--- config.mk ---
export PLATFORM = sky130hd
export DESIGN_NAME = butterfly2
export DESIGN_NICKNAME = d
export VERILOG_FILES = /design/src/hdl/fxp_pkg.sv /design/src/hdl/twiddle_pkg.sv /design/src/hdl/twiddle_rom.sv /design/src/hdl/bf_input_stage.sv /design/src/hdl/complex_rotator.sv /design/src/hdl/bf_output_stage.sv /design/src/hdl/butterfly2.sv
export SDC_FILE = /design/constraint.sdc
export NUM_CORES = 2
export LEC_CHECK = 0
export CELL_PAD_IN_SITES_DETAIL_PLACEMENT = 2
export CELL_PAD_IN_SITES_GLOBAL_PLACEMENT = 2
export CORE_MARGIN = 10
export CORE_UTILIZATION = 33
export CTS_BUF_LIST = sky130_fd_sc_hd__clkbuf_4 sky130_fd_sc_hd__clkbuf_8
export CTS_CLUSTER_DIAMETER = 100
export CTS_CLUSTER_SIZE = 16
export DETAILED_ROUTE_END_ITERATION = 8
export DONT_BUFFER_PORTS = 1
export PLACE_DENSITY_LB_ADDON = 0.3
export SETUP_SLACK_MARGIN = 0.02
export SKIP_LAST_GASP = 1
export SLEW_MARGIN = 40
export SYNTH_ARGS = -nofsm -noshare
export SYNTH_HDL_FRONTEND = slang
export SYNTH_SLANG_ARGS = --single-unit
--- constraint.sdc ---
create_clock -name clk -period 6.5 [get_ports clk]
set_input_delay 1.3 -clock clk [delete_from_list [all_inputs] [get_ports clk]]
set_output_delay 1.3 -clock clk [all_outputs]
set_load 0.02 [all_outputs]
--- src/hdl/fxp_pkg.sv ---
// data word widths for the butterfly datapath
// sign-magnitude / two's-complement word union
// output saturation limit and product scaling

package fxp_pkg;

    // ****************************************
    // word widths
    // ****************************************

    // one real or imaginary component
    parameter int DATA_W = 17;
    // magnitude field, sign bit sits above it
    parameter int MAG_W = DATA_W - 1;

    // ****************************************
    // data word, two views of the same bits
    // ****************************************

    // sm view: sign bit plus unsigned magnitude, the port format
    // tc view: signed value used inside the pipeline
    // both views are 17 bits wide
    typedef union packed {
        struct packed {
            // 1 = negative
            logic             sign;
            logic [MAG_W-1:0] mag;
        } sm;
        logic signed [DATA_W-1:0] tc;
    } sm_word_t;

    // ****************************************
    // arithmetic limits
    // ****************************************

    // largest magnitude an output word may carry
    // all ones in the mag field
    parameter int SAT_MAX = 2**MAG_W - 1;

    // twiddles are Q1.7
    // a product carries 7 fraction bits that get dropped
    parameter int PROD_SHIFT = 7;

endpackage

--- src/hdl/twiddle_pkg.sv ---
// rotation index width and twiddle component width
// first-quadrant cosine magnitude table for W256

package twiddle_pkg;

    // ****************************************
    // index and component widths
    // ****************************************

    // k selects W256^k, k = 0..127
    parameter int ROT_W = 7;
    // signed component, 1 sign bit and 7 magnitude bits
    parameter int TW_W = 8;
    // k = 64 is the -j point
    parameter int QUARTER = 64;

    // ****************************************
    // quarter-wave magnitude table
    // ****************************************

    // entry i is round(127 * cos(pi * i / 128)), i = 0..64
    // the other three quadrants are folded onto this one
    // sin(pi*k/128) reads entry |64 - k|
    parameter logic [TW_W-2:0] TW_MAG [0:QUARTER] = '{
        // i = 0..7
        7'd127, 7'd127, 7'd127, 7'd127, 7'd126, 7'd126, 7'd126, 7'd125,
        // i = 8..15
        7'd125, 7'd124, 7'd123, 7'd122, 7'd122, 7'd121, 7'd120, 7'd118,
        // i = 16..23, entry 16 is cos(pi/8)
        7'd117, 7'd116, 7'd115, 7'd113, 7'd112, 7'd111, 7'd109, 7'd107,
        // i = 24..31
        7'd106, 7'd104, 7'd102, 7'd100, 7'd98,  7'd96,  7'd94,  7'd92,
        // i = 32..39, entry 32 is cos(pi/4)
        7'd90,  7'd88,  7'd85,  7'd83,  7'd81,  7'd78,  7'd76,  7'd73,
        // i = 40..47
        7'd71,  7'd68,  7'd65,  7'd63,  7'd60,  7'd57,  7'd54,  7'd51,
        // i = 48..55
        7'd49,  7'd46,  7'd43,  7'd40,  7'd37,  7'd34,  7'd31,  7'd28,
        // i = 56..63
        7'd25,  7'd22,  7'd19,  7'd16,  7'd12,  7'd9,   7'd6,   7'd3,
        // i = 64, cos(pi/2)
        7'd0
    };

endpackage

--- src/hdl/twiddle_rom.sv ---
// twiddle lookup for W256^k
// folds k onto the first-quadrant table
// returns signed Q1.7 real and imaginary parts

module twiddle_rom
(
    input  logic [twiddle_pkg::ROT_W-1:0]       rotation,
    output logic signed [twiddle_pkg::TW_W-1:0] tw_re,
    output logic signed [twiddle_pkg::TW_W-1:0] tw_im
);

    // k in 64..127, cosine is negative there
    logic                                upper_half;
    // table indices after folding
    logic [twiddle_pkg::ROT_W-1:0]       re_idx;
    logic [twiddle_pkg::ROT_W-1:0]       im_idx;
    // magnitudes with a zero sign bit added
    logic signed [twiddle_pkg::TW_W-1:0] re_mag;
    logic signed [twiddle_pkg::TW_W-1:0] im_mag;
    // squared length of the folded twiddle
    int                                  tw_len_sq;

    // ****************************************
    // quadrant folding
    // ****************************************

    assign upper_half = (rotation >= twiddle_pkg::QUARTER);

    // cos(pi*k/128) = -cos(pi*(128-k)/128) for k >= 64
    // k = 64 lands on entry 64, which is zero
    assign re_idx = upper_half ? twiddle_pkg::ROT_W'(2 * twiddle_pkg::QUARTER - rotation)
                               : rotation;

    // sin(pi*k/128) = cos(pi*|64-k|/128)
    // k = 0 reads entry 64, so the sine is zero there
    assign im_idx = upper_half ? twiddle_pkg::ROT_W'(rotation - twiddle_pkg::QUARTER)
                               : twiddle_pkg::ROT_W'(twiddle_pkg::QUARTER - rotation);

    // ****************************************
    // table read and sign
    // ****************************************

    assign re_mag = {1'b0, twiddle_pkg::TW_MAG[re_idx]};
    assign im_mag = {1'b0, twiddle_pkg::TW_MAG[im_idx]};

    // real part flips sign in the second half turn
    assign tw_re = upper_half ? -re_mag : re_mag;

    // W = cos - j*sin, and sin >= 0 for the whole half circle
    assign tw_im = -im_mag;

    assign tw_len_sq = int'(tw_re) * int'(tw_re) + int'(tw_im) * int'(tw_im);

    // each component is rounded by at most 0.5
    // so |W|^2 stays within 181 of 127^2 when both indices fold together
    // a mismatched re/im fold lands far off the circle
    always_comb
    begin
        assert final ((tw_len_sq >= 127 * 127 - 181) && (tw_len_sq <= 127 * 127 + 181))
            else $error("twiddle_rom: |W|^2 = %0d off the circle for k = %0d",
                        tw_len_sq, rotation);
    end

endmodule

--- src/hdl/bf_input_stage.sv ---
// pipeline stage 1 of the butterfly
// sign-magnitude to two's-complement conversion of x0 and x1
// twiddle lookup, registered with the data and the valid strobe

module bf_input_stage
(
    input  logic                                clk,
    input  logic                                arst_n,
    input  logic                                in_valid,
    input  fxp_pkg::sm_word_t                   x0_re,
    input  fxp_pkg::sm_word_t                   x0_im,
    input  fxp_pkg::sm_word_t                   x1_re,
    input  fxp_pkg::sm_word_t                   x1_im,
    input  logic [twiddle_pkg::ROT_W-1:0]       rotation,
    output logic                                s1_valid,
    output fxp_pkg::sm_word_t                   a0_re,
    output fxp_pkg::sm_word_t                   a0_im,
    output fxp_pkg::sm_word_t                   a1_re,
    output fxp_pkg::sm_word_t                   a1_im,
    output logic signed [twiddle_pkg::TW_W-1:0] tw_re,
    output logic signed [twiddle_pkg::TW_W-1:0] tw_im
);

    // twiddle straight from the table, before the register
    logic signed [twiddle_pkg::TW_W-1:0] rom_re;
    logic signed [twiddle_pkg::TW_W-1:0] rom_im;

    // read through the sm view, write through the tc view
    // negative zero negates to plain zero
    function automatic fxp_pkg::sm_word_t sm_to_tc(input fxp_pkg::sm_word_t w);
        fxp_pkg::sm_word_t              r;
        logic signed [fxp_pkg::DATA_W-1:0] pos;
        pos  = {1'b0, w.sm.mag};
        r.tc = w.sm.sign ? -pos : pos;
        return r;
    endfunction

    // combinational lookup, settles within this stage
    twiddle_rom u_twiddle_rom
    (
        .rotation (rotation),
        .tw_re    (rom_re),
        .tw_im    (rom_im)
    );

    // ****************************************
    // stage 1 registers
    // ****************************************

    always_ff @(posedge clk or negedge arst_n)
    begin
        if (!arst_n)
        begin
            s1_valid <= 1'b0;
            a0_re    <= '0;
            a0_im    <= '0;
            a1_re    <= '0;
            a1_im    <= '0;
            tw_re    <= '0;
            tw_im    <= '0;
        end
        else
        begin
            s1_valid <= in_valid;
            // data loads every cycle, qualified by s1_valid downstream
            a0_re    <= sm_to_tc(x0_re);
            a0_im    <= sm_to_tc(x0_im);
            a1_re    <= sm_to_tc(x1_re);
            a1_im    <= sm_to_tc(x1_im);
            tw_re    <= rom_re;
            tw_im    <= rom_im;
        end
    end

endmodule

--- src/hdl/complex_rotator.sv ---
// pipeline stage 2 of the butterfly
// complex multiply of x1 by the twiddle from four real products
// Q1.7 scaling by arithmetic shift, x0 delayed alongside

module complex_rotator
(
    input  logic                                clk,
    input  logic                                arst_n,
    input  logic                                s1_valid,
    input  fxp_pkg::sm_word_t                   a0_re,
    input  fxp_pkg::sm_word_t                   a0_im,
    input  fxp_pkg::sm_word_t                   a1_re,
    input  fxp_pkg::sm_word_t                   a1_im,
    input  logic signed [twiddle_pkg::TW_W-1:0] tw_re,
    input  logic signed [twiddle_pkg::TW_W-1:0] tw_im,
    output logic                                s2_valid,
    output fxp_pkg::sm_word_t                   d0_re,
    output fxp_pkg::sm_word_t                   d0_im,
    output logic signed [fxp_pkg::DATA_W:0]     t_re,
    output logic signed [fxp_pkg::DATA_W:0]     t_im
);

    // 17 x 8 signed product
    localparam int PROD_W = fxp_pkg::DATA_W + twiddle_pkg::TW_W;
    // sum or difference of two products
    localparam int SUM_W = PROD_W + 1;
    // rotated component after scaling
    localparam int T_W = fxp_pkg::DATA_W + 1;

    // the four real products
    logic signed [PROD_W-1:0] p_rr;
    logic signed [PROD_W-1:0] p_ii;
    logic signed [PROD_W-1:0] p_ri;
    logic signed [PROD_W-1:0] p_ir;
    // full-width rotated components, Q.7
    logic signed [SUM_W-1:0]  re_full;
    logic signed [SUM_W-1:0]  im_full;
    // after dropping the fraction bits
    logic signed [SUM_W-1:0]  re_scaled;
    logic signed [SUM_W-1:0]  im_scaled;

    // ****************************************
    // complex multiply
    // ****************************************

    assign p_rr = a1_re.tc * tw_re;
    assign p_ii = a1_im.tc * tw_im;
    assign p_ri = a1_re.tc * tw_im;
    assign p_ir = a1_im.tc * tw_re;

    // (a + jb)(c + jd) = (ac - bd) + j(ad + bc)
    // no rounding before the shift, full width kept
    assign re_full = p_rr - p_ii;
    assign im_full = p_ri + p_ir;

    // arithmetic shift, so this is a floor
    assign re_scaled = re_full >>> fxp_pkg::PROD_SHIFT;
    assign im_scaled = im_full >>> fxp_pkg::PROD_SHIFT;

    // ****************************************
    // stage 2 registers
    // ****************************************

    always_ff @(posedge clk or negedge arst_n)
    begin
        if (!arst_n)
        begin
            s2_valid <= 1'b0;
            d0_re    <= '0;
            d0_im    <= '0;
            t_re     <= '0;
            t_im     <= '0;
        end
        else
        begin
            s2_valid <= s1_valid;
            // x0 only waits here for t
            d0_re    <= a0_re;
            d0_im    <= a0_im;
            t_re     <= re_scaled[T_W-1:0];
            t_im     <= im_scaled[T_W-1:0];
        end
    end

    // |x1| up to 65535*sqrt(2) times a table gain near 1
    // keeps both parts well inside 18 bits
    assert property (@(posedge clk) disable iff (!arst_n)
        s1_valid |-> ($signed(re_scaled[T_W-1:0]) == re_scaled) &&
                     ($signed(im_scaled[T_W-1:0]) == im_scaled))
        else $error("complex_rotator: rotated x1 overflows %0d bits", T_W);

endmodule

--- src/hdl/bf_output_stage.sv ---
// pipeline stage 3 of the butterfly
// y0 = x0 + t and y1 = x0 - t, clamped to the output range
// conversion back to sign-magnitude and output registers

module bf_output_stage
(
    input  logic                            clk,
    input  logic                            arst_n,
    input  logic                            s2_valid,
    input  fxp_pkg::sm_word_t               d0_re,
    input  fxp_pkg::sm_word_t               d0_im,
    input  logic signed [fxp_pkg::DATA_W:0] t_re,
    input  logic signed [fxp_pkg::DATA_W:0] t_im,
    output logic                            out_valid,
    output fxp_pkg::sm_word_t               y0_re,
    output fxp_pkg::sm_word_t               y0_im,
    output fxp_pkg::sm_word_t               y1_re,
    output fxp_pkg::sm_word_t               y1_im
);

    // 17-bit x0 plus 18-bit t needs one more bit
    localparam int SUM_W = fxp_pkg::DATA_W + 2;

    // raw butterfly results, integer scale
    // t already had its Q1.7 fraction dropped by PROD_SHIFT
    logic signed [SUM_W-1:0] y0_re_sum;
    logic signed [SUM_W-1:0] y0_im_sum;
    logic signed [SUM_W-1:0] y1_re_sum;
    logic signed [SUM_W-1:0] y1_im_sum;

    // clamp to +-SAT_MAX, then split into sign and magnitude
    // zero always leaves with a plus sign
    function automatic fxp_pkg::sm_word_t sat_to_sm(input logic signed [SUM_W-1:0] v);
        fxp_pkg::sm_word_t       r;
        logic signed [SUM_W-1:0] lim;
        logic signed [SUM_W-1:0] mag;
        if (v > fxp_pkg::SAT_MAX)
            lim = SUM_W'(fxp_pkg::SAT_MAX);
        else if (v < -fxp_pkg::SAT_MAX)
            lim = -SUM_W'(fxp_pkg::SAT_MAX);
        else
            lim = v;
        mag        = (lim < 0) ? -lim : lim;
        r.sm.sign  = (lim < 0);
        r.sm.mag   = mag[fxp_pkg::MAG_W-1:0];
        return r;
    endfunction

    // true for a sign bit set over a zero magnitude
    function automatic logic neg_zero(input fxp_pkg::sm_word_t w);
        return w.sm.sign && (w.sm.mag == '0);
    endfunction

    // ****************************************
    // butterfly add and subtract
    // ****************************************

    assign y0_re_sum = d0_re.tc + t_re;
    assign y0_im_sum = d0_im.tc + t_im;
    assign y1_re_sum = d0_re.tc - t_re;
    assign y1_im_sum = d0_im.tc - t_im;

    // output registers
    always_ff @(posedge clk or negedge arst_n)
    begin
        if (!arst_n)
        begin
            out_valid <= 1'b0;
            y0_re     <= '0;
            y0_im     <= '0;
            y1_re     <= '0;
            y1_im     <= '0;
        end
        else
        begin
            out_valid <= s2_valid;
            y0_re     <= sat_to_sm(y0_re_sum);
            y0_im     <= sat_to_sm(y0_im_sum);
            y1_re     <= sat_to_sm(y1_re_sum);
            y1_im     <= sat_to_sm(y1_im_sum);
        end
    end

    // negative zero must never reach the outputs
    // covers input -0 as well as results that clamp or cancel to zero
    assert property (@(posedge clk) disable iff (!arst_n)
        out_valid |-> !(neg_zero(y0_re) || neg_zero(y0_im) ||
                        neg_zero(y1_re) || neg_zero(y1_im)))
        else $error("bf_output_stage: negative zero on a valid output");

endmodule

--- src/hdl/butterfly2.sv ---
// radix-2 butterfly for a 256-point FFT, top level
// three register stages: input conversion, rotation, add/subtract
// latency 3 cycles, one item per cycle

module butterfly2
(
    input  logic                          clk,
    input  logic                          arst_n,
    input  logic                          in_valid,
    input  fxp_pkg::sm_word_t             x0_re,
    input  fxp_pkg::sm_word_t             x0_im,
    input  fxp_pkg::sm_word_t             x1_re,
    input  fxp_pkg::sm_word_t             x1_im,
    input  logic [twiddle_pkg::ROT_W-1:0] rotation,
    output logic                          out_valid,
    output fxp_pkg::sm_word_t             y0_re,
    output fxp_pkg::sm_word_t             y0_im,
    output fxp_pkg::sm_word_t             y1_re,
    output fxp_pkg::sm_word_t             y1_im
);

    // stage 1 to stage 2, two's-complement words and twiddle
    logic                                s1_valid;
    fxp_pkg::sm_word_t                   a0_re;
    fxp_pkg::sm_word_t                   a0_im;
    fxp_pkg::sm_word_t                   a1_re;
    fxp_pkg::sm_word_t                   a1_im;
    logic signed [twiddle_pkg::TW_W-1:0] tw_re;
    logic signed [twiddle_pkg::TW_W-1:0] tw_im;

    // stage 2 to stage 3, delayed x0 and rotated x1
    logic                                s2_valid;
    fxp_pkg::sm_word_t                   d0_re;
    fxp_pkg::sm_word_t                   d0_im;
    logic signed [fxp_pkg::DATA_W:0]     t_re;
    logic signed [fxp_pkg::DATA_W:0]     t_im;

    // ****************************************
    // pipeline stages
    // ****************************************

    bf_input_stage u_bf_input_stage
    (
        .clk      (clk),
        .arst_n   (arst_n),
        .in_valid (in_valid),
        .x0_re    (x0_re),
        .x0_im    (x0_im),
        .x1_re    (x1_re),
        .x1_im    (x1_im),
        .rotation (rotation),
        .s1_valid (s1_valid),
        .a0_re    (a0_re),
        .a0_im    (a0_im),
        .a1_re    (a1_re),
        .a1_im    (a1_im),
        .tw_re    (tw_re),
        .tw_im    (tw_im)
    );

    complex_rotator u_complex_rotator
    (
        .clk      (clk),
        .arst_n   (arst_n),
        .s1_valid (s1_valid),
        .a0_re    (a0_re),
        .a0_im    (a0_im),
        .a1_re    (a1_re),
        .a1_im    (a1_im),
        .tw_re    (tw_re),
        .tw_im    (tw_im),
        .s2_valid (s2_valid),
        .d0_re    (d0_re),
        .d0_im    (d0_im),
        .t_re     (t_re),
        .t_im     (t_im)
    );

    bf_output_stage u_bf_output_stage
    (
        .clk       (clk),
        .arst_n    (arst_n),
        .s2_valid  (s2_valid),
        .d0_re     (d0_re),
        .d0_im     (d0_im),
        .t_re      (t_re),
        .t_im      (t_im),
        .out_valid (out_valid),
        .y0_re     (y0_re),
        .y0_im     (y0_im),
        .y1_re     (y1_re),
        .y1_im     (y1_im)
    );

endmodule

==> impl_metrics.tcl <==
set metrics [dict create \
    synth_fp_nets 4631 \
    portBuffers 0 \
    cts_root_buf "clkbuf_8" \
    cts.clk_slew.worst_paths_ns 0.11 \
    dieWidth_um 342 \
    grt-ovfl-total 0 \
    yosys.area.top_type "fa_1" \
    synth_compound_area_frac 0.110 \
    synth-seq-area-share 0.164 \
    ys_ff_latch 225 \
    ys_types 112 \
    area_growth_pct 7.62 \
    syn_inst 3790 \
    worst_pin_slew_ns 0.894 \
    rows 118 \
    chipHeight_um 342 \
    final_core_util 0.357 \
    fp.dieArea_um2 117000 \
    crit_type "reg2reg" \
    clk_path_buf_depth 3 \
    cp-end-kind "register" \
    hpwl_um 87300 \
    clk-insertion-delay-late_ns 0.74 \
    worst_clock_skew_ns 0.0945 \
    drtPass1Iterations 5 \
    yosysWarnings 0 \
    ys_top_cells_by_count "688 x inv_1, 518 x fa_1, 378 x nand2_1, 260 x and2_1, 245 x ha_1" \
    min_period_ns 6.27 \
    slew_violations 0 \
    cts_max_level 1 \
    antenna_found_initial 7 \
    synth_adder_area_share 0.392 \
    wl_per_cell_um 20.7 \
    synth_simple_gate_area_frac 0.174 \
    synth_top_family_by_area "adder cells" \
    cts_tree "built" \
    cts_hold_buf 0 \
    wl_um 107000 \
    synth_edf_count 0 \
    rsz0062_at_grt "yes" \
    vias 26005 \
    drv_cap 0 \
    synthMuxAreaShare 0.00504 \
    final_layout_size_suffix_gt1_frac 0.0673 \
    ioPinCount 147 \
    critPathMaxFanout 6 \
    grtUsageTotal 0.183 \
    yosysMostFrequentCell "inv_1" \
    ys.flop_type "dfrtp_1" \
    start_kind "register" \
    syn_avg_cell_area_um2 9.03 \
    vias_per_cell 5.04 \
    hold_viol_final 0 \
    synth_top_area_frac 0.303 \
    drt_iter0_markers 1251 \
    synth_area_leaders "fa_1 30%, dfrtp_1 16%, ha_1 9.0%" \
    fmax_mhz 160 \
    place_congestion 0.839 \
    worstPathRequired_ns 7.12 \
    initial_core_util 0.332 \
    synth_xor_area_frac 0.0581 \
    finalSetupViolCount 0 \
    synth.cell_area_um2 34200 \
    setup_tns_ns 0 \
    async_reset_ff_frac 1.00 \
    grt_pass1_wl_um 171000 \
    drc_errors 0 \
    grt_max_degree 226 \
    cp.arrival_ns 6.89 \
    core_area_um2 103000 \
    fin_crit_sh 0.964 \
    ant_nets 0 \
    hold_class "in2async" \
    status "finished, final reports clean" \
    final_nets 4605 \
    first_global_vias 29774 \
    cts.sinks 225 \
    cts_buffers 24 \
    slew_headroom 0.404 \
]
[layout by cell type (no fill, tap or decap), types with 10 or more instances in the layout]
master and instances:
fa_1 518, o21a_1 20, o221ai_1 10, o21ai_1 19, xnor2_1 168, a211oi_1 18
o211ai_1 20, nand3_1 45, nor2b_1 40, a41oi_1 10, nor2_1 171, and2_1 259
clkbuf_8 25, a21oi_1 106, buf_4 112, nand4_1 23, o21bai_1 14, or4_1 11
xor2_1 52, o31ai_1 25, nand2_1 378, o21ai_0 106, dfrtp_1 218, a31oi_1 27
inv_1 687, a21o_1 24, and3_1 17, nor3b_1 11, nor4_1 15, or3_1 22
nand2b_1 59, or2_2 14, nor3_1 45, ha_1 240
[state kept, by name (all words and copies together), names as in the netlist]
register                     count
u_bf_input_stage.tw_re           8
u_bf_input_stage.a1_re          17
u_bf_output_stage.y1_re         17
u_complex_rotator.t_im          18
u_bf_output_stage.y0_im         17
u_bf_output_stage.y0_re         17
u_bf_input_stage.a1_im          17
u_bf_input_stage.tw_im           8
u_complex_rotator.d0_re         17
u_bf_input_stage.a0_re          17
u_bf_output_stage.out_valid      1
u_bf_output_stage.y1_im         17
u_bf_input_stage.s1_valid        1
u_complex_rotator.s2_valid       1
u_complex_rotator.t_re          18
u_complex_rotator.d0_im         17
u_bf_input_stage.a0_im          17
[cell families (layout without fill, tap and decap cells)]
kind of cell	count (synthesis)	after routing
AO/OA/AOI/OAI	537	537
adder cells (fa/ha/maj)	763	763
flip-flops	225	225
XOR/XNOR	224	224
AND/OR/NAND/NOR	1160	1160
buffers and inverters	865	851
other	0	1
multiplexers	16	16
[worst paths after layout]
| kind | from | to | slack [ns] | cells past startpoint |
|---|---|---|---|---|
| max in group asynchronous | arst_n | u_bf_output_stage.y0_re[5] | 5.42 | 0 |
| min in group clk | u_bf_input_stage.a0_re[3] | u_complex_rotator.d0_re[3] | 0.35 | 0 |
| setup reg to reg | u_bf_input_stage.tw_im[2] | u_complex_rotator.t_im[17] | 0.23 | 24 |
| hold / removal | arst_n | u_bf_output_stage.y1_im[6] | 0.25 | 0 |
| setup / recovery | u_bf_input_stage.tw_im[2] | u_complex_rotator.t_im[17] | 0.23 | 24 |
| hold reg to reg | u_bf_input_stage.a0_re[3] | u_complex_rotator.d0_re[3] | 0.35 | 0 |
[layer usage]
| layer | up-vias | global-route usage | wire, µm |
|---|---|---|---|
| met5 | - | 0 | 13 |
| li1 | 11917 | - | - |
| met2 | 303 | 0.313 | 51600 |
| met1 | 13683 | 0.245 | 49200 |
| met3 | 100 | 0.0261 | 3900 |
| met4 | 2 | 0.0361 | 1860 |
[critical path, cell delays in order (launching register included)]
cell      delay [ns]
dfrtp_1         0.39
buf_4           0.16
buf_4           0.16
and2_4          0.14
fa_1            0.55
inv_2           0.04
fa_1            0.53
inv_1           0.05
fa_1            0.50
inv_1           0.05
fa_1            0.53
fa_1            0.44
fa_1            0.52
inv_1           0.07
ha_4            0.23
a21o_1          0.18
a21o_1          0.17
a21o_1          0.18
a21o_1          0.17
a31oi_1         0.16
buf_4           0.17
o211ai_1        0.16
a211oi_2        0.29
o21ba_2         0.19
xnor2_1         0.13
[final cells by class]
cell class              count  area [µm²]
fillers                 11488       66400
repair buffers            120         977
clock inverters            12         148
diodes                      1        2.50
clock buffers              26         352
multi-input cells        2700       25400
well taps                1380        1730
flip-flops and latches    225        5640
inverters                 693        2600
[repair_timing]
action                                  in CTS  in global routing
resized for setup                            3                 19
pin swaps                                    0                 10
endpoints found under the setup margin       5                 15
setup buffers                                0                  6
[stage by stage]
| step | std cells | instance area, µm² | hold slack (ns) | setup slack [ns] |
|---|---|---|---|---|
| 6_report | 5157 | 36800 | 0.251 | 0.232 |
| 5_1_grt | 5157 | 36800 | 0.219 | -0.0440 |
| 4_1_cts | 5150 | 36700 | 0.206 | 0.0319 |
| 3_5_place_dp | 5112 | 36200 | 0.336 | -0.0183 |
| 3_3_place_gp | 5111 | 36200 | 0.333 | 0.135 |
| 2_1_floorplan | 3790 | 34200 | 0.331 | 0.531 |
Power is not shown: default switching activity piles up to over one toggle a cycle in this logic, so the estimate is an artifact.
